--- src/hw/bus_config.svh ---
// bus configuration macros for the widths and the number of mapped slaves
`ifndef BUS_CONFIG_SVH
`define BUS_CONFIG_SVH

// ram address width, 4k locations per slave
`define ADDR_LEN 12
// data byte width
`define DATA_LEN 8
// slave select width
`define SLAVE_LEN 2
// selects 0 .. NUM_SLAVES-1 have a slave behind them
`define NUM_SLAVES 2

`endif
--- src/hw/bus_pkg.sv ---
// bus transaction types shared by the masters, the slaves and the arbiter
`include "bus_config.svh"

package bus_pkg;

	typedef logic [`ADDR_LEN-1:0] addr_t;
	typedef logic [`DATA_LEN-1:0] data_t;
	typedef logic [`SLAVE_LEN-1:0] slave_sel_t;

	// serial command, sent lsb first
	// write flag leaves first, then address, then write data
	typedef struct packed {
		data_t wdata;
		addr_t addr;
		logic  write;
	} cmd_frame_t;

endpackage

--- src/hw/master_port.sv ---
// bus master port that turns a command strobe into a bus request, a serial frame and a report
`timescale 1ns/1ps
`include "bus_config.svh"

module master_port (
	input  logic                clk,
	input  logic                rst_n,
	input  logic                cmd_strobe,
	input  logic                cmd_write,
	input  bus_pkg::slave_sel_t cmd_slave,
	input  bus_pkg::addr_t      cmd_addr,
	input  bus_pkg::data_t      cmd_wdata,
	output logic                busy,
	output logic                done,
	output logic                err,
	output bus_pkg::data_t      rdata,
	output logic                req,
	output bus_pkg::slave_sel_t slave_sel,
	input  logic                grant,
	output logic                tx_valid,
	output logic                tx_bit,
	input  logic                rx_valid,
	input  logic                rx_bit,
	input  logic                bus_done,
	input  logic                bus_err
);

	import bus_pkg::*;

	cmd_frame_t          cmd_q;
	logic                grant_q;
	logic                load;
	logic                finish;
	logic [`DATA_LEN-2:0] rbyte;
	data_t               rbyte_next;

	// strobes while busy are dropped
	always_ff @(posedge clk) begin
		if (!rst_n) begin
			busy    <= 1'b0;
			done    <= 1'b0;
			err     <= 1'b0;
			grant_q <= 1'b0;
		end else begin
			grant_q <= grant;
			done    <= finish;
			err     <= finish & bus_err;
			if (finish) begin
				busy <= 1'b0;
			end else if (cmd_strobe) begin
				busy <= 1'b1;
			end
		end
	end

	// command and select latched once per transaction
	always_ff @(posedge clk) begin
		if (cmd_strobe && !busy) begin
			cmd_q.write <= cmd_write;
			cmd_q.addr  <= cmd_addr;
			cmd_q.wdata <= cmd_wdata;
			slave_sel   <= cmd_slave;
		end
	end

	// return byte arrives lsb first so each new bit enters at the top of the reg
	assign rbyte_next = {rx_bit, rbyte};
	always_ff @(posedge clk) begin
		if (rx_valid && grant) begin
			rbyte <= rbyte_next[`DATA_LEN-1:1];
		end
		// last read bit comes together with bus_done
		if (finish) begin
			rdata <= (rx_valid && grant) ? rbyte_next : data_t'({1'b0, rbyte});
		end
	end

	assign finish = busy & bus_done;
	// request lives exactly as long as busy
	assign req    = busy;
	// frame goes out on the first cycle of grant
	assign load   = busy & grant & ~grant_q;

	frame_serializer #(
		.payload_t(cmd_frame_t)
	) i_cmd_ser (
		.clk    (clk),
		.rst_n  (rst_n),
		.load   (load),
		.payload(cmd_q),
		.valid  (tx_valid),
		.bit_out(tx_bit),
		.last   ()
	);

endmodule

--- src/hw/frame_serializer.sv ---
// frame serializer that shifts a parallel payload out lsb first at one bit per cycle
`timescale 1ns/1ps

module frame_serializer #(
	parameter type payload_t = logic [7:0]
) (
	input  logic     clk,
	input  logic     rst_n,
	input  logic     load,
	input  payload_t payload,
	output logic     valid,
	output logic     bit_out,
	output logic     last
);

	// width follows whatever payload is plugged in
	localparam int WIDTH = $bits(payload_t);
	localparam int CNT_W = $clog2(WIDTH + 1);

	logic [WIDTH-1:0] shreg;
	logic [CNT_W-1:0] cnt;

	// bits still to go
	always_ff @(posedge clk) begin
		if (!rst_n) begin
			cnt <= '0;
		end else if (load) begin
			cnt <= CNT_W'(WIDTH);
		end else if (cnt != '0) begin
			cnt <= cnt - 1'b1;
		end
	end

	// shift register, lsb leaves first
	always_ff @(posedge clk) begin
		if (load) begin
			shreg <= WIDTH'(payload);
		end else if (cnt != '0) begin
			shreg <= {1'b0, shreg[WIDTH-1:1]};
		end
	end

	assign valid   = (cnt != '0);
	assign bit_out = shreg[0];
	// final bit of the payload
	assign last    = (cnt == CNT_W'(1));

endmodule

--- config.mk ---
export PLATFORM = sky130hd
export DESIGN_NAME = master_port
export DESIGN_NICKNAME = d
export VERILOG_FILES = /design/src/hw/bus_pkg.sv /design/src/hw/master_port.sv /design/src/hw/frame_serializer.sv
export VERILOG_INCLUDE_DIRS = /design/src /design/src/hw
export SDC_FILE = /design/constraint.sdc
export NUM_CORES = 1
export LEC_CHECK = 0
export ABC_AREA = 1
export BUFFER_PORTS_ARGS = -buffer_cell sky130_fd_sc_hd__buf_4
export CAP_MARGIN = 20
export CORE_MARGIN = 2
export CORE_UTILIZATION = 40
export DETAILED_ROUTE_END_ITERATION = 8
export PLACE_DENSITY = 0.66
export SLEW_MARGIN = 20
export SYNTH_ARGS = -nofsm -noshare
export SYNTH_HDL_FRONTEND = slang
export SYNTH_SLANG_ARGS = --single-unit
export TNS_END_PERCENT = 100
--- constraint.sdc ---
create_clock -name clk -period 2.2 [get_ports clk]
set_input_delay 0.11 -clock clk [delete_from_list [all_inputs] [get_ports clk]]
set_output_delay 0.11 -clock clk [all_outputs]
set_load 0.005 [all_outputs]
==> impl_metrics.sql <==
INSERT INTO impl_metrics (metric_group, metric, value, unit) VALUES
('timing', 'timing.max_slew.rel_slack', '0.406', ''),
('timing', 'fin_worst_skew', '0.00757', 'ns'),
('timing', 'totalNegativeSetupSlack', '0', 'ns'),
('power', 'reported_leakage_power', '1.38', 'nW'),
('detailed_routing', 'drt_wl_total', '4100', 'um'),
('setup_path', 'reg2reg_to', 'i_cmd_ser.shreg[8]', ''),
('floorplanning', 'core_region_area', '0.00592', 'sq mm'),
('synthesis', 'synth.yosys.warnings', '0', ''),
('floorplanning', 'die_area', '0.00677', 'sq mm'),
('floorplanning', 'ioPinCount', '47', ''),
('clock_tree', 'clkTransAtPathRegs', '0.07', 'ns'),
('setup_path', 'crit_path_cell_chain', 'inv_1 -> ha_1 -> nand3_1 -> or2_1', ''),
('timing', 'grt_setup_unrepaired', 'false', ''),
('timing', 'setup_viol', '0', ''),
('global_routing', 'groute.layer.met1.usage', '0.171', ''),
('place', 'place_hpwl', '2540', 'um'),
('synthesis', 'synth.ff_latch_count', '68', ''),
('outcome', 'status', 'completed', ''),
('detailed_routing', 'detail_route.vias_per_cell', '4.43', ''),
('synthesis', 'syn_inst', '182', ''),
('detailed_routing', 'detailedRoute.firstPassIterationCount', '4', ''),
('setup_path', 'worst-setup-path-type', 'flop to flop', ''),
('setup_path', 'required', '2.15', 'ns'),
('setup_path', 'worstRegToRegCells', '4', ''),
('setup_path', 'crit_arrival', '1.89', 'ns'),
('cells_and_area', 'layout_common_cells', 'nand2_1, edfxtp_1, buf_4', ''),
('cells_and_area', 'layout-area-overhead-vs-synth', '33.5', '%'),
('setup_path', 'critical-path-max-stage-delay', '0.73', 'ns'),
('cells_and_area', 'multi_input_comb_area', '408', 'sq um'),
('worst_hold_path', 'worst_hold_path_type', 'primary input to flop', ''),
('synthesis', 'synth.yosys.seq_area_share', '0.796', ''),
('global_routing', 'top_usage_layer', 'met2', ''),
('clock_tree', 'postCtsSetupBuffers', '0', ''),
('global_routing', 'pin_count_of_the_biggest_net_entering_global_routing', '26', ''),
('worst_hold_path', 'min_delay_path_depth', '3', ''),
('detailed_routing', 'remaining_drc_errors', '0', ''),
('global_routing', 'grt_util_met3', '0.0326', ''),
('power', 'p_per_area', '1010', 'mW/mm^2'),
('floorplanning', 'rows', '28', ''),
('setup_path', 'slowest_cell_on_the_critical_path', 'or2_1', ''),
('setup_path', 'critPathMaxFanout', '21', ''),
('global_routing', 'first_global_vias', '1490', ''),
('synthesis', 'synth_area_per_cell', '13.5', 'sq um'),
('power', 'worst_vdd_ir', '0.519', 'mV'),
('cells_and_area', 'fin_nets', '294', ''),
('synthesis', 'syn_area', '0.00245', 'sq mm'),
('setup_path', 'crit_family', 'simple AND/OR/NAND/NOR gates', ''),
('cells_and_area', 'nFillCells', '481', ''),
('global_routing', 'grt_first_pass_wirelength', '6760', 'um'),
('clock_tree', 'clock-root-buffer', 'clkbuf_8', ''),
('cells_and_area', 'final-seq-area', '0.00195', 'sq mm'),
('setup_path', 'buffers_plus_inverters_on_the_worst_setup_path', '1', ''),
('global_routing', 'grt_use_met2', '0.219', ''),
('detailed_routing', 'count_of_antenna_violating_nets_left_after_detailed_routing', '0', ''),
('clock_tree', 'clockBufferDepth', '2', ''),
('detailed_routing', 'drt_iter0_drc', '111', ''),
('place', 'placedCellCount', '300', ''),
('cells_and_area', 'layoutNonFillerInstCount', '341', ''),
('setup_path', 'worst-r2r-setup-slack', '0.25', 'ns'),
('global_routing', 'grt_antenna_before_repair', '0', ''),
('cells_and_area', 'antenna-diode-count', '0', ''),
('cells_and_area', 'mostFrequentLayoutCell', 'nand2_1', ''),
('clock_tree', 'clock-sinks', '68', ''),
('place', 'portBuffers', '46', ''),
('synthesis', 'synth.lib_cells_used.distinct', '18', ''),
('timing', 'fin_crit_sh', '0.885', ''),
('worst_hold_path', 'startpoint_of_the_most_critical_hold_path', 'rst_n', ''),
('setup_path', 'critPathCaptureType', 'flop', ''),
('synthesis', 'synthesis.nets', '214', ''),
('timing', 'max_clock_freq', '514', 'MHz'),
('global_routing', 'gr_util_all_layers', '0.139', '');
[timing repair]
item                      4_1_cts  5_1_grt
hold buffers                   26        0
hold endpoints to repair       26        0
resized for setup               0        0
[power breakdown]
part           internal [mW]  switching [mW]
logic                  0.246           0.359
clock network          0.392           0.416
registers               1.80          0.0818
[state kept, by name (all words and copies together), names as in the netlist]
signal           cells
busy                 1
slave_sel            2
cmd_q               21
i_cmd_ser.shreg     21
rdata                8
rbyte                7
done                 1
i_cmd_ser.cnt        5
err                  1
grant_q              1
[layer usage]
metal	up-vias	part of all wire
met4	0	0.011
met2	33	0.51
met5	-	0
met3	4	0.029
li1	764	-
met1	709	0.45
[logic make-up after synthesis]
logic type,count (synthesis),synth area share
adders and majority gates,1,0.00510
and+or+nand+nor,90,0.148
DFF,68,0.796
AOI/OAI and AO/OA,4,0.00919
buffers and inverters,18,0.0383
xor gates and xnor gates,1,0.00357
[synth_stat cells]
master / n / area, sq um
nand2_1: 70 / 263
inv_1: 12 / 45.0
buf_6: 2 / 22.5
edfxtp_1: 59 / 1770
nor2_1: 10 / 37.5
ha_1: 1 / 12.5
or2_1: 1 / 6.26
nor2_4: 1 / 11.3
o21ai_0: 1 / 5.00
nor2_2: 2 / 12.5
buf_4: 3 / 22.5
nand3_1: 5 / 25.0
o211ai_1: 1 / 7.51
inv_2: 1 / 3.75
nand4_1: 1 / 6.26
dfxtp_1: 9 / 180
xor2_1: 1 / 8.76
a21oi_1: 2 / 10.0
[worst register-to-register path: cells and delay by family (launching register included)]
kind                     cells  cell delay [ns]
AND/OR/NAND/NOR              2             0.93
adder cells (fa/ha/maj)      1             0.25
buffers and inverters        1             0.07
flip-flops                   1             0.33
[worst max path at each step]
stage,from,end,cells after the start
2_1_floorplan,busy,cmd_q[0],1
3_3_place_gp,i_cmd_ser.cnt[0],i_cmd_ser.shreg[13],4
3_5_place_dp,i_cmd_ser.cnt[0],i_cmd_ser.shreg[13],4
4_1_cts,i_cmd_ser.cnt[0],i_cmd_ser.shreg[15],4
5_1_grt,i_cmd_ser.cnt[0],i_cmd_ser.shreg[18],4
6_report,i_cmd_ser.cnt[0],i_cmd_ser.shreg[8],4
[through the flow]
step / utilization / cell area (sq um) / worst slack [ns] / total power, mW
2_1_floorplan: - / 2450 / 0.444 / 2.27
3_3_place_gp: 0.484 / 2860 / 0.300 / 2.45
3_5_place_dp: 0.484 / 2860 / 0.230 / 2.49
4_1_cts: 0.553 / 3270 / 0.221 / 3.33
5_1_grt: 0.553 / 3270 / 0.0859 / 3.51
6_report: 0.553 / 3270 / 0.254 / 3.29
[layout make-up]
cell class	count	area share
Tap cell	75	0.0287
Inverter	13	0.0149
Timing Repair Buffer	74	0.190
Clock inverter	4	0.00535
Multi-Input combinational cell	96	0.125
Sequential cell	68	0.597
Clock buffer	11	0.0402
(Power assumes the default switching activity.)
