`src/hw/bus_config.svh`:
```
// bus configuration macros for the widths and the number of mapped slaves
`ifndef BUS_CONFIG_SVH
`define BUS_CONFIG_SVH

// ram address width, 4k locations per slave
`define ADDR_LEN 12
// data byte width
`define DATA_LEN 8
// slave select width
`define SLAVE_LEN 2
// selects 0 .. NUM_SLAVES-1 have a slave behind them
`define NUM_SLAVES 2

`endif
```
`src/hw/arb_pkg.sv`:
```
// arbitration types for bus ownership and the arbiter FSM
package arb_pkg;

	// who holds the bus
	typedef enum logic [1:0] {
		OWN_NONE = 2'd0,
		OWN_M1   = 2'd1,
		OWN_M2   = 2'd2
	} owner_t;

	// drain state counts the frame of an unmapped select
	typedef enum logic [1:0] {
		ARB_IDLE  = 2'd0,
		ARB_XFER  = 2'd1,
		ARB_DRAIN = 2'd2
	} arb_state_t;

endpackage

```
`src/hw/bus_pkg.sv`:
```
// bus transaction types shared by the masters, the slaves and the arbiter
`include "bus_config.svh"

package bus_pkg;

	typedef logic [`ADDR_LEN-1:0] addr_t;
	typedef logic [`DATA_LEN-1:0] data_t;
	typedef logic [`SLAVE_LEN-1:0] slave_sel_t;

	// serial command, sent lsb first
	// write flag leaves first, then address, then write data
	typedef struct packed {
		data_t wdata;
		addr_t addr;
		logic  write;
	} cmd_frame_t;

endpackage

```
`src/hw/bus_arbiter.sv`:
```
// bus arbiter and interconnect, round-robin grant, serial steering and unmapped select handling
`timescale 1ns/1ps
`include "bus_config.svh"

module bus_arbiter (
	input  logic                clk,
	input  logic                rst_n,
	input  logic                m1_req,
	input  logic                m2_req,
	input  bus_pkg::slave_sel_t m1_slave_sel,
	input  bus_pkg::slave_sel_t m2_slave_sel,
	output logic                m1_grant,
	output logic                m2_grant,
	input  logic                m1_tx_valid,
	input  logic                m1_tx_bit,
	input  logic                m2_tx_valid,
	input  logic                m2_tx_bit,
	output logic                s1_rx_valid,
	output logic                s2_rx_valid,
	output logic                s_rx_bit,
	input  logic                s1_tx_valid,
	input  logic                s1_tx_bit,
	input  logic                s1_done,
	input  logic                s2_tx_valid,
	input  logic                s2_tx_bit,
	input  logic                s2_done,
	output logic                m_rx_valid,
	output logic                m_rx_bit,
	output logic                m1_bus_done,
	output logic                m2_bus_done,
	output logic                bus_err
);

	import bus_pkg::*;
	import arb_pkg::*;

	localparam int         FRAME_LEN  = $bits(cmd_frame_t);
	localparam int         CNT_W      = $clog2(FRAME_LEN + 1);
	localparam slave_sel_t LAST_SLAVE = slave_sel_t'(`NUM_SLAVES - 1);

	arb_state_t       state;
	owner_t           owner;
	logic             last_m2;
	logic [CNT_W-1:0] drain_cnt;
	logic             pick_m1;
	logic             pick_m2;
	slave_sel_t       pick_sel;
	slave_sel_t       own_sel;
	logic             own_tx_valid;
	logic             own_tx_bit;
	logic             slv_done;
	logic             drain_end;
	logic             any_done;

	// round robin, m1 wins a tie unless it had the bus last
	assign pick_m1  = m1_req & (~m2_req | last_m2);
	assign pick_m2  = m2_req & ~pick_m1;
	assign pick_sel = pick_m1 ? m1_slave_sel : m2_slave_sel;

	// owner side mux
	assign own_sel      = (owner == OWN_M2) ? m2_slave_sel : m1_slave_sel;
	assign own_tx_valid = (owner == OWN_M1) ? m1_tx_valid :
	                      (owner == OWN_M2) ? m2_tx_valid : 1'b0;
	assign own_tx_bit   = (owner == OWN_M2) ? m2_tx_bit : m1_tx_bit;

	// forward path to the selected slave only
	assign s1_rx_valid = (state == ARB_XFER) && (own_sel == '0) && own_tx_valid;
	assign s2_rx_valid = (state == ARB_XFER) && (own_sel == slave_sel_t'(1)) && own_tx_valid;
	assign s_rx_bit    = own_tx_bit;

	// return path from the selected slave
	assign m_rx_valid = (state == ARB_XFER) && ((own_sel == '0) ? s1_tx_valid : s2_tx_valid);
	assign m_rx_bit   = (own_sel == '0) ? s1_tx_bit : s2_tx_bit;
	assign slv_done   = (own_sel == '0) ? s1_done : s2_done;

	// unmapped select ends one cycle after its last frame bit
	assign drain_end   = (state == ARB_DRAIN) && (drain_cnt == CNT_W'(FRAME_LEN));
	assign any_done    = ((state == ARB_XFER) && slv_done) || drain_end;
	assign m1_bus_done = any_done && (owner == OWN_M1);
	assign m2_bus_done = any_done && (owner == OWN_M2);
	assign bus_err     = drain_end;

	assign m1_grant = (owner == OWN_M1);
	assign m2_grant = (owner == OWN_M2);

	always_ff @(posedge clk) begin
		if (!rst_n) begin
			state     <= ARB_IDLE;
			owner     <= OWN_NONE;
			last_m2   <= 1'b1;
			drain_cnt <= '0;
		end else begin
			case (state)
				ARB_IDLE: begin
					if (pick_m1 || pick_m2) begin
						owner   <= pick_m1 ? OWN_M1 : OWN_M2;
						last_m2 <= pick_m2;
						state   <= (pick_sel <= LAST_SLAVE) ? ARB_XFER : ARB_DRAIN;
					end
				end
				ARB_XFER: begin
					// bus freed on the slave done
					if (slv_done) begin
						owner <= OWN_NONE;
						state <= ARB_IDLE;
					end
				end
				ARB_DRAIN: begin
					if (drain_end) begin
						drain_cnt <= '0;
						owner     <= OWN_NONE;
						state     <= ARB_IDLE;
					end else if (own_tx_valid) begin
						drain_cnt <= drain_cnt + 1'b1;
					end
				end
				default: begin
					owner <= OWN_NONE;
					state <= ARB_IDLE;
				end
			endcase
		end
	end

endmodule

```
`config.mk`:
```
export PLATFORM = sky130hd
export DESIGN_NAME = bus_arbiter
export DESIGN_NICKNAME = d
export VERILOG_FILES = /design/src/hw/arb_pkg.sv /design/src/hw/bus_pkg.sv /design/src/hw/bus_arbiter.sv
export VERILOG_INCLUDE_DIRS = /design/src /design/src/hw
export SDC_FILE = /design/constraint.sdc
export NUM_CORES = 1
export LEC_CHECK = 0
export BUFFER_PORTS_ARGS = -buffer_cell sky130_fd_sc_hd__buf_4
export CORE_MARGIN = 2
export CORE_UTILIZATION = 49
export CTS_CLUSTER_DIAMETER = 150
export CTS_CLUSTER_SIZE = 16
export DETAILED_ROUTE_END_ITERATION = 16
export PLACE_DENSITY = 0.79
export SETUP_SLACK_MARGIN = 0.2
export SYNTH_ARGS = -nofsm -noshare
export SYNTH_HDL_FRONTEND = slang
export SYNTH_SLANG_ARGS = --single-unit
export TNS_END_PERCENT = 100
```
`constraint.sdc`:
```
create_clock -name clk -period 3.37 [get_ports clk]
set_input_delay 0.1685 -clock clk [delete_from_list [all_inputs] [get_ports clk]]
set_output_delay 0.1685 -clock clk [all_outputs]
set_load 0.05 [all_outputs]
```
==> out/results.tsv, run 1 <==
metric	value	unit
status	finished, final reports clean	
finalClockSkew	0.00446	ns
worstMarginPinSlew	0.606	ns
grt_setup_unrepaired	false	
power_leakage	0.449	nW
die_area	1910	um2
yosysSeqAreaShare	26.0	%
hold_buffers	0	
syn2layout_area_growth	29.1	%
r2r_cells	4	
core	1490	um2
fp.dieW	43.7	um
crit_path_max_incr_delay	0.53	ns
track_usage	22.5	%
path_buf_inv	1	
r2r_end	state[0]$_SDFFE_PN0P_	
path_clk_slew	0.06	ns
finalSetupTns	0	ns
crit_path_max_fanout	7	
drt_iter0_drc	22	
crit_type	register to output pin	
grt_pass1_wl	3220	um
post-route-drc-count	0	
reg2reg_from	owner[1]$_SDFFE_PN0P_	
ff_latch_area	200	um2
cts_tree	yes	
synth.net_count	120	
hold_path_depth	2	
vias	825	
wl	1980	um
cts_made_buffers	3	
cts_resized	0	
row_count	14	
setup.worst_path.start_class	register	
period_share	71.3	%
ir_worst_vdd	0.000243	V
numPortBuffers	27	
synth_seq_cells	10	
synth.distinct_cells	32	
hold_violations	0	
cp.arrival	2.23	ns
start_util	51.8	%
grt_overflow	0	
antenna_found_initial	0	
gp_congestion	0.780	
antenna_cells	0	
power.density	326	nW/um2
nets	149	
dpl_cell_area	972	um2
grt_start_max_net_pins	11	
numClockSinks	10	
first_global_vias	784	
ios	28	
ys_warn_count	0	
crit_required	3.20	ns
syn_inst	100	
first_pass_iters	4	
fin_crit	2.40	ns
wl_per_cell	13.8	um
slew_headroom	59.5	%
post_cts_buffers	0	
final-setup-viol-count	0	
dp_hpwl	1540	um
path_delay_family	multiplexers	
cts_max_level	1	
whs_endpoint	last_m2$_SDFFE_PN1P_	
root_buffer	clkbuf_4	
insertion_delay	0.26	ns
fin_area	995	um2
fmax	416	MHz
netlist_area	771	um2
viasPerCell	5.77	
rrSetupSlack	1.51	ns
hold_class	input port to register	
drtAntennaViolNets	0	
drv_slew	0	
cap_violations	0	
slowest_stage	nor2b_1	
avgSynthCellArea	7.71	um2
die_y	43.7	um
final_layout_size_suffix_gt1_share	29.1	%
multi_input_area	523	um2
n_fill_cell	143	
clockBufferDepth	2	
hold_start	rst_n	
cp_cell_sequence	nor2b_1 > mux2i_4 > mux2i_1 > o21ai_1 > buf_4	
crit_path_end_kind	output pin	
## per-stage QoR
stage | cells | setup slack [ns] | power [mW] | hold slack [ns] | util (%)
2_1_floorplan | 100 | 1.22 | 0.213 | 0.334 | -
3_3_place_gp | 140 | 1.33 | 0.245 | 0.423 | 65.3
3_5_place_dp | 140 | 1.26 | 0.248 | 0.428 | 65.3
4_1_cts | 143 | 0.953 | 0.326 | 0.162 | 66.8
5_1_grt | 143 | 0.824 | 0.343 | 0.166 | 66.8
6_report | 143 | 0.969 | 0.324 | 0.169 | 66.8
## state kept, by name, summed over array words and instances (netlist names)
| register | count |
|---|---|
| drain_cnt | 5 |
| last_m2 | 1 |
| state | 2 |
| owner | 2 |
## report_power, final
group | internal (mW) | leakage (nW) | total (mW) | switching, mW
registers | 0.126 | 0.0815 | 0.136 | 0.0108
logic | 0.0468 | 0.354 | 0.110 | 0.0636
clock network | 0.0410 | 0.0138 | 0.0770 | 0.0360
total | 0.213 | 0.449 | 0.324 | 0.110
## metal layers
layer | vias up | track usage (%) | routed length (um)
met3 | 6 | 5.83 | 173
met4 | 0 | 8.48 | 36
met1 | 375 | 24.9 | 776
met5 | - | 0 | 0
met2 | 38 | 40.6 | 994
li1 | 406 | - | -
## cell usage after synthesis, drive strengths merged
cell | n | area [um2]
nor4b | 1 | 8.76
buf | 3 | 21.3
and3 | 1 | 6.26
nor3b | 1 | 7.51
nand3b | 4 | 30.0
o21ai | 7 | 35.0
nand2 | 10 | 37.5
nand4b | 1 | 8.76
nor2b | 4 | 25.0
mux2i | 8 | 92.6
mux2 | 2 | 22.5
and2 | 2 | 12.5
xnor2 | 1 | 8.76
a21oi | 3 | 18.8
dfxtp | 10 | 200
nand2b | 4 | 25.0
nor4 | 2 | 12.5
a31oi | 3 | 18.8
nand3 | 4 | 20.0
ha | 2 | 25.0
a211oi | 2 | 20.0
nor3 | 3 | 15.0
nand4 | 1 | 6.26
nor2 | 12 | 45.0
a2111oi | 1 | 15.0
or2 | 1 | 6.26
inv | 7 | 26.3
## cell usage in the layout, fill, tap and decap left out, drive strengths merged, types with 4 or more instances in the layout
cell type,count
buf,27
nor2,12
nand2,10
dfxtp,10
mux2i,8
inv,7
o21ai,7
nand2b,4
nor2b,4
nand3b,4
nand3,4
## final cells by class
cell class                 instances  area share, %
timing repair buffer              27           20.4
tap                               16           2.01
inverter                           7           2.64
multi-input combinational         80           52.6
sequential                        10           20.1
clock buffer                       3           2.26
## worst max-delay path by stage
stage                                     start  slack [ns]  depth (start not counted)           to
after floorplan           owner[0]$_SDFFE_PN0P_        1.22                          3  m1_bus_done
after global placement    owner[1]$_SDFFE_PN0P_        1.33                          4     m_rx_bit
after detailed placement  owner[1]$_SDFFE_PN0P_        1.26                          5  m1_bus_done
after CTS                 owner[1]$_SDFFE_PN0P_        0.95                          5  m1_bus_done
after global routing      owner[1]$_SDFFE_PN0P_        0.82                          5  m1_bus_done
final                     owner[1]$_SDFFE_PN0P_        0.97                          5  m1_bus_done
## cells by family after synthesis
family / synth area share (%)
compound gates: 14.0
xor+xnor: 1.14
fa+ha+maj: 3.25
buf+inv: 6.17
flops: 26.0
mux: 14.9
simple gates: 34.6
(Power assumes the default switching activity.)
==> run 2, diff against run 1 <==
- CORE_UTILIZATION: 49 -> 43
- PLACE_DENSITY: 0.79 -> 0.74
- clock period: 3.37 -> 1.93 ns (I/O delays scaled with it)
==> run 2 against run 1 <==
  * Core utilization grew 0.59 points
  * Critical path depth fell by 1
  * Via count grew 0.61%
  * Total power increased by 100%
  * Routed wire length shrank 4.1%
  * Final cell count rose by 13%
  * Clock power grew 140%
  * Sequential share of layout area is 2.2 points lower
  * Count of clock-buffer cells in the layout grew 1
  * Sequential cell count unchanged
  * First-iteration DRC count decreased by 59%
  * Worst setup slack got worse by 0.82 ns
==> out/results.tsv, run 2 (synthesized netlist as in run 1, its figures left out) <==
metric	value	unit	change
status	finished, final reports clean		
final_layout_size_suffix_gt1_share	42.3	%	+13 points
r2r_end	owner[0]$_SDFFE_PN0P_		
antenna_found_initial	0		unchanged
first_pass_iters	3		-1
path_buf_inv	1		unchanged
numPortBuffers	27		unchanged
crit_type	register to output pin		
nets	158		+6.0%
crit_required	1.83	ns	-1.37 ns
hold_class	input port to register		
drt_iter0_drc	9		-59%
grt_start_max_net_pins	11		unchanged
ios	28		unchanged
path_delay_family	multiplexers		
cp.arrival	1.69	ns	-0.54 ns
slew_headroom	76.0	%	+16 points
fin_area	1150	um2	+16%
slowest_stage	mux2i_4		
r2r_cells	8		+4
fmax	561	MHz	
post-route-drc-count	0		unchanged
path_clk_slew	0.07	ns	about the same
antenna_cells	0		unchanged
regMostFlops	drain_cnt		
power_leakage	0.503	nW	+12%
grt_pass1_wl	3060	um	-4.9%
whs_endpoint	last_m2$_SDFFE_PN1P_		
worstMarginPinSlew	0.357	ns	-0.248 ns
core	1710	um2	+15%
first_global_vias	764		-2.6%
crit_path_max_fanout	6		-1
period_share	92.4	%	
cts_max_level	1		unchanged
die_y	46.3	um	+6.1%
wl_per_cell	11.7	um	-15%
root_buffer	clkbuf_4		
setup.worst_path.start_class	register		
crit_path_end_kind	output pin		
numClockSinks	10		unchanged
dpl_cell_area	1030	um2	+5.5%
cp_cell_sequence	nor2b_4 > mux2i_4 > mux2_2 > buf_4		
clockBufferDepth	2		unchanged
grt_overflow	0		unchanged
track_usage	19.5	%	-3.0 points
start_util	45.1	%	-6.6 points
largest_reg_flops	5		unchanged
fin_crit	1.78	ns	
vias	830		+0.61%
power.density	566	nW/um2	+74%
final_cell_mix	buf_4, nor2_1, nand2_1		
fp.dieW	46.3	um	+6.1%
grt_setup_unrepaired	true		
drv_slew	0		unchanged
cts_made_buffers	3		unchanged
hold_path_depth	2		unchanged
crit_path_max_incr_delay	0.37	ns	-0.16 ns
reg2reg_from	drain_cnt[1]$_SDFFE_PN0P_		
drtAntennaViolNets	0		unchanged
wl	1900	um	-4.1%
viasPerCell	5.12		-11%
finalSetupTns	0	ns	unchanged
final-setup-viol-count	0		unchanged
top_regs	drain_cnt x5, owner x2, state x2		
finalClockSkew	0.000747	ns	-0.00372 ns
cts_tree	yes		
syn2layout_area_growth	49.4	%	
hold_start	rst_n		
die_area	2150	um2	+13%
layout_commonest_cell	buf_4		
hold_violations	0		unchanged
gp_congestion	0.772		-0.95%
row_count	15		+1
rrSetupSlack	0.44	ns	-1.07 ns
cap_violations	0		unchanged
dp_hpwl	1510	um	-1.9%
ir_worst_vdd	0.000445	V	+83%
insertion_delay	0.26	ns	about the same
## run 2: how the worst max path moves through the flow
stage                                    startpoint           to  slack, ns  cells past startpoint
after CTS                     owner[0]$_SDFFE_PN0P_  m1_bus_done       0.13                      5
after global placement        owner[1]$_SDFFE_PN0P_     m_rx_bit       0.20                      4
after global routing          owner[1]$_SDFFE_PN0P_     m_rx_bit       0.09                      4
after detailed placement      owner[1]$_SDFFE_PN0P_  m1_bus_done       0.14                      5
after floorplan           drain_cnt[0]$_SDFFE_PN0P_  m1_bus_done      -0.11                      6
final                         owner[1]$_SDFFE_PN0P_     m_rx_bit       0.15                      4
## run 2: through the flow
| step | power (mW) | setup WS (ns) | hold slack (ns) | cells | utilization (%) |
|---|---|---|---|---|---|
| floorplan | 0.379 | -0.114 | 0.262 | 100 | - |
| global placement | 0.440 | 0.204 | 0.351 | 152 | 60.1 |
| detailed placement | 0.444 | 0.136 | 0.354 | 152 | 60.1 |
| CTS | 0.649 | 0.133 | 0.0762 | 160 | 65.3 |
| global route | 0.687 | 0.0892 | 0.0972 | 162 | 67.4 |
| finish | 0.651 | 0.147 | 0.0865 | 162 | 67.4 |
## run 2: final cells by class
type	count	area [um2]
multi-input cells	80	566
fillers	141	557
repair buffers	36	285
flip-flops and latches	10	206
clock buffers	4	36.3
well taps	25	31.3
inverters	7	26.3
## run 2: timing repair
action | CTS | global route
hold buffers | 0 | 0
pin swaps | 2 | 1
gates resized for setup | 9 | 5
setup endpoints to repair | 8 | 5
gates cloned | 0 | 0
buffers inserted | 4 | 2
## run 2: where the power goes
group	switching, mW	internal [mW]
Sequential	0.0123	0.220
Clock	0.0732	0.114
Combinational	0.127	0.104
## run 2: per-layer routing
metal | wire length, um | vias to the layer above | GRT usage, %
met1 | 901 | 385 | 25.9
met3 | 84 | 0 | 5.88
met2 | 913 | 18 | 32.2
met5 | 0 | - | 0
li1 | - | 427 | -
met4 | 0 | 0 | 1.71
## run 2: worst reg2reg max path, stage by stage, from the launching register on
cell      delay, ns
dfxtp_1        0.34
inv_1          0.06
ha_1           0.14
nand4b_1       0.11
buf_4          0.15
buf_4          0.14
a31oi_1        0.20
nor2b_1        0.16
a21oi_1        0.07
==> run 3, diff against run 2 <==
- CORE_UTILIZATION: 43 -> 49
- PLACE_DENSITY: 0.74 -> 0.79
- clock period: 1.93 -> 2.06 ns (I/O delays scaled with it)
==> run 3 against run 2 <==
  * Clock skew up 0.0028 ns
  * Register-to-register slack better by 0.16 ns
  * Sequential power down 3%
  * Largest cell class unchanged
  * Highest routed layer is now met4
==> out/results.tsv, run 3 (synthesized netlist as in run 1, its figures left out) <==
metric	value	unit	change
layout.cells.non_filler	151		-6.8%
use_met2	33.2	%	+1.0 points
hold_buffers	0		unchanged
syn2layout_area_growth	46.6	%	
dp_hpwl	1470	um	-2.3%
final_layout_size_suffix_gt1_share	43.0	%	+0.63 points
post-route-drc-count	0		unchanged
drv_slew	0		unchanged
p_seq_share	36.3	%	+0.6 points
power.density	547	nW/um2	-3.2%
grt.busiest_layer	met2		
drtAntennaViolNets	0		unchanged
dp_worst_setup_slack	0.247	ns	+0.111 ns
numPortBuffers	27		unchanged
final-setup-viol-count	0		unchanged
row_count	14		-1
grt_overflow	0		unchanged
layout_commonest_cell	buf_4		
first_pass_iters	5		+2
finalClockSkew	0.00355	ns	+0.00280 ns
p_int	0.410	mW	-6.3%
cp.arrival	1.71	ns	+0.02 ns
period_share	88.2	%	
viasPerCell	5.67		+11%
gp_congestion	0.756		-2.1%
hold_path_depth	2		unchanged
die_area	1910	um2	-11%
grt_pass1_wl	3200	um	+4.5%
antenna_cells	0		unchanged
grt_start_max_net_pins	11		unchanged
finalSetupTns	0	ns	unchanged
post-route-util	75.9	%	+8.5 points
regMostFlops	drain_cnt		
start_util	51.8	%	+6.6 points
r2r_cells	5		-3
fp.dieW	43.7	um	-5.8%
crit_path_max_fanout	5		-1
cts_made_buffers	3		unchanged
crit_required	1.96	ns	+0.13 ns
setup.worst_path.start_class	register		
cts_tree	yes		
status	finished, final reports clean		
die_y	43.7	um	-5.8%
ir_worst_vdd	0.000428	V	-3.8%
first_global_vias	724		-5.2%
wl_per_cell	14.1	um	+20%
ios	28		unchanged
clkPwrFrac	29.5	%	+0.7 points
fin_crit	1.82	ns	
cap_violations	0		unchanged
pwr-share-comb	34.2	%	-1.3 points
grtUsageMet3	6.67	%	+0.78 points
insertion_delay	0.27	ns	about the same
setup_slack	0.243	ns	+0.0961 ns
wl	2120	um	+12%
antenna_found_initial	0		unchanged
hold_violations	0		unchanged
p_sw_share	33.6	%	+0.93 points
holdWs	0.0862	ns	-0.000294 ns
cts_max_level	1		unchanged
worstMarginPinSlew	0.356	ns	-0.00161 ns
crit_type	register to output pin		
n_fill_cell	104		-26%
hold_class	input port to register		
crit_path_end_kind	output pin		
root_buffer	clkbuf_4		
track_usage	22.5	%	+3.0 points
largest_reg_flops	5		unchanged
nets	156		-1.3%
p_sw	0.208	mW	-2.3%
drt_iter0_drc	14		+5
final_cell_mix	buf_4, nor2_1, nand2_1		
vias	856		+3.1%
numClockSinks	10		unchanged
grt_setup_unrepaired	true		
place_inst	141		-7.2%
slew_headroom	76.1	%	+0.11 points
gr-usage-met1	30.0	%	+4.1 points
path_clk_slew	0.07	ns	about the same
power_leakage	0.496	nW	-1.4%
top_regs	drain_cnt x5, owner x2, state x2		
fmax	550	MHz	
core	1490	um2	-13%
clockBufferDepth	2		unchanged
[run 3: routing by layer]
layer	vias up	routed length, um
met1	387	955
met2	41	957
met3	6	170
met5	-	0
met4	0	39
li1	422	-
[run 3: worst max-delay path, stage by stage (launching register included)]
cell     delay, ns
dfxtp_2       0.33
nor2b_4       0.17
mux2i_4       0.36
mux2i_2       0.30
o21ai_1       0.11
buf_6         0.16
[run 3: path summary, 6_finish.rpt]
check	from	endpoint	slack (ns)
hold reg to reg	drain_cnt[3]$_SDFFE_PN0P_	drain_cnt[3]$_SDFFE_PN0P_	0.50
setup / recovery	owner[1]$_SDFFE_PN0P_	m1_bus_done	0.24
hold / removal	rst_n	last_m2$_SDFFE_PN1P_	0.09
setup reg to reg	owner[1]$_SDFFE_PN0P_	state[0]$_SDFFE_PN0P_	0.60
[run 3: timing repair]
action / in CTS / in global routing
setup endpoints to repair: 5 / 4
endpoints found under the hold margin: 0 / 0
pin swaps: 0 / 1
resized for setup: 8 / 9
setup buffers: 3 / 3
[run 3: power groups by stage]
stage / Clock [mW] / Sequential [mW] / Combinational [mW]
floorplan: 0 / 0.218 / 0.135
finish: 0.183 / 0.224 / 0.211
detailed placement: 0 / 0.227 / 0.183
CTS: 0.185 / 0.224 / 0.193
global placement: 0 / 0.226 / 0.180
global route: 0.199 / 0.226 / 0.227
[run 3: final cells by class]
cell class	count	area [um2]	share of cell area, %
multi-input combinational	80	568	50.3
clock buffer	4	36.3	3.21
inverter	7	26.3	2.33
tap	16	20.0	1.77
sequential	10	209	18.5
timing repair buffer	34	270	23.9
[run 3: metrics by stage]
step,power [mW],instance area [um2]
floorplan,0.353,786
global placement,0.407,995
detailed placement,0.411,995
CTS,0.601,1070
global route,0.651,1130
finish,0.618,1130
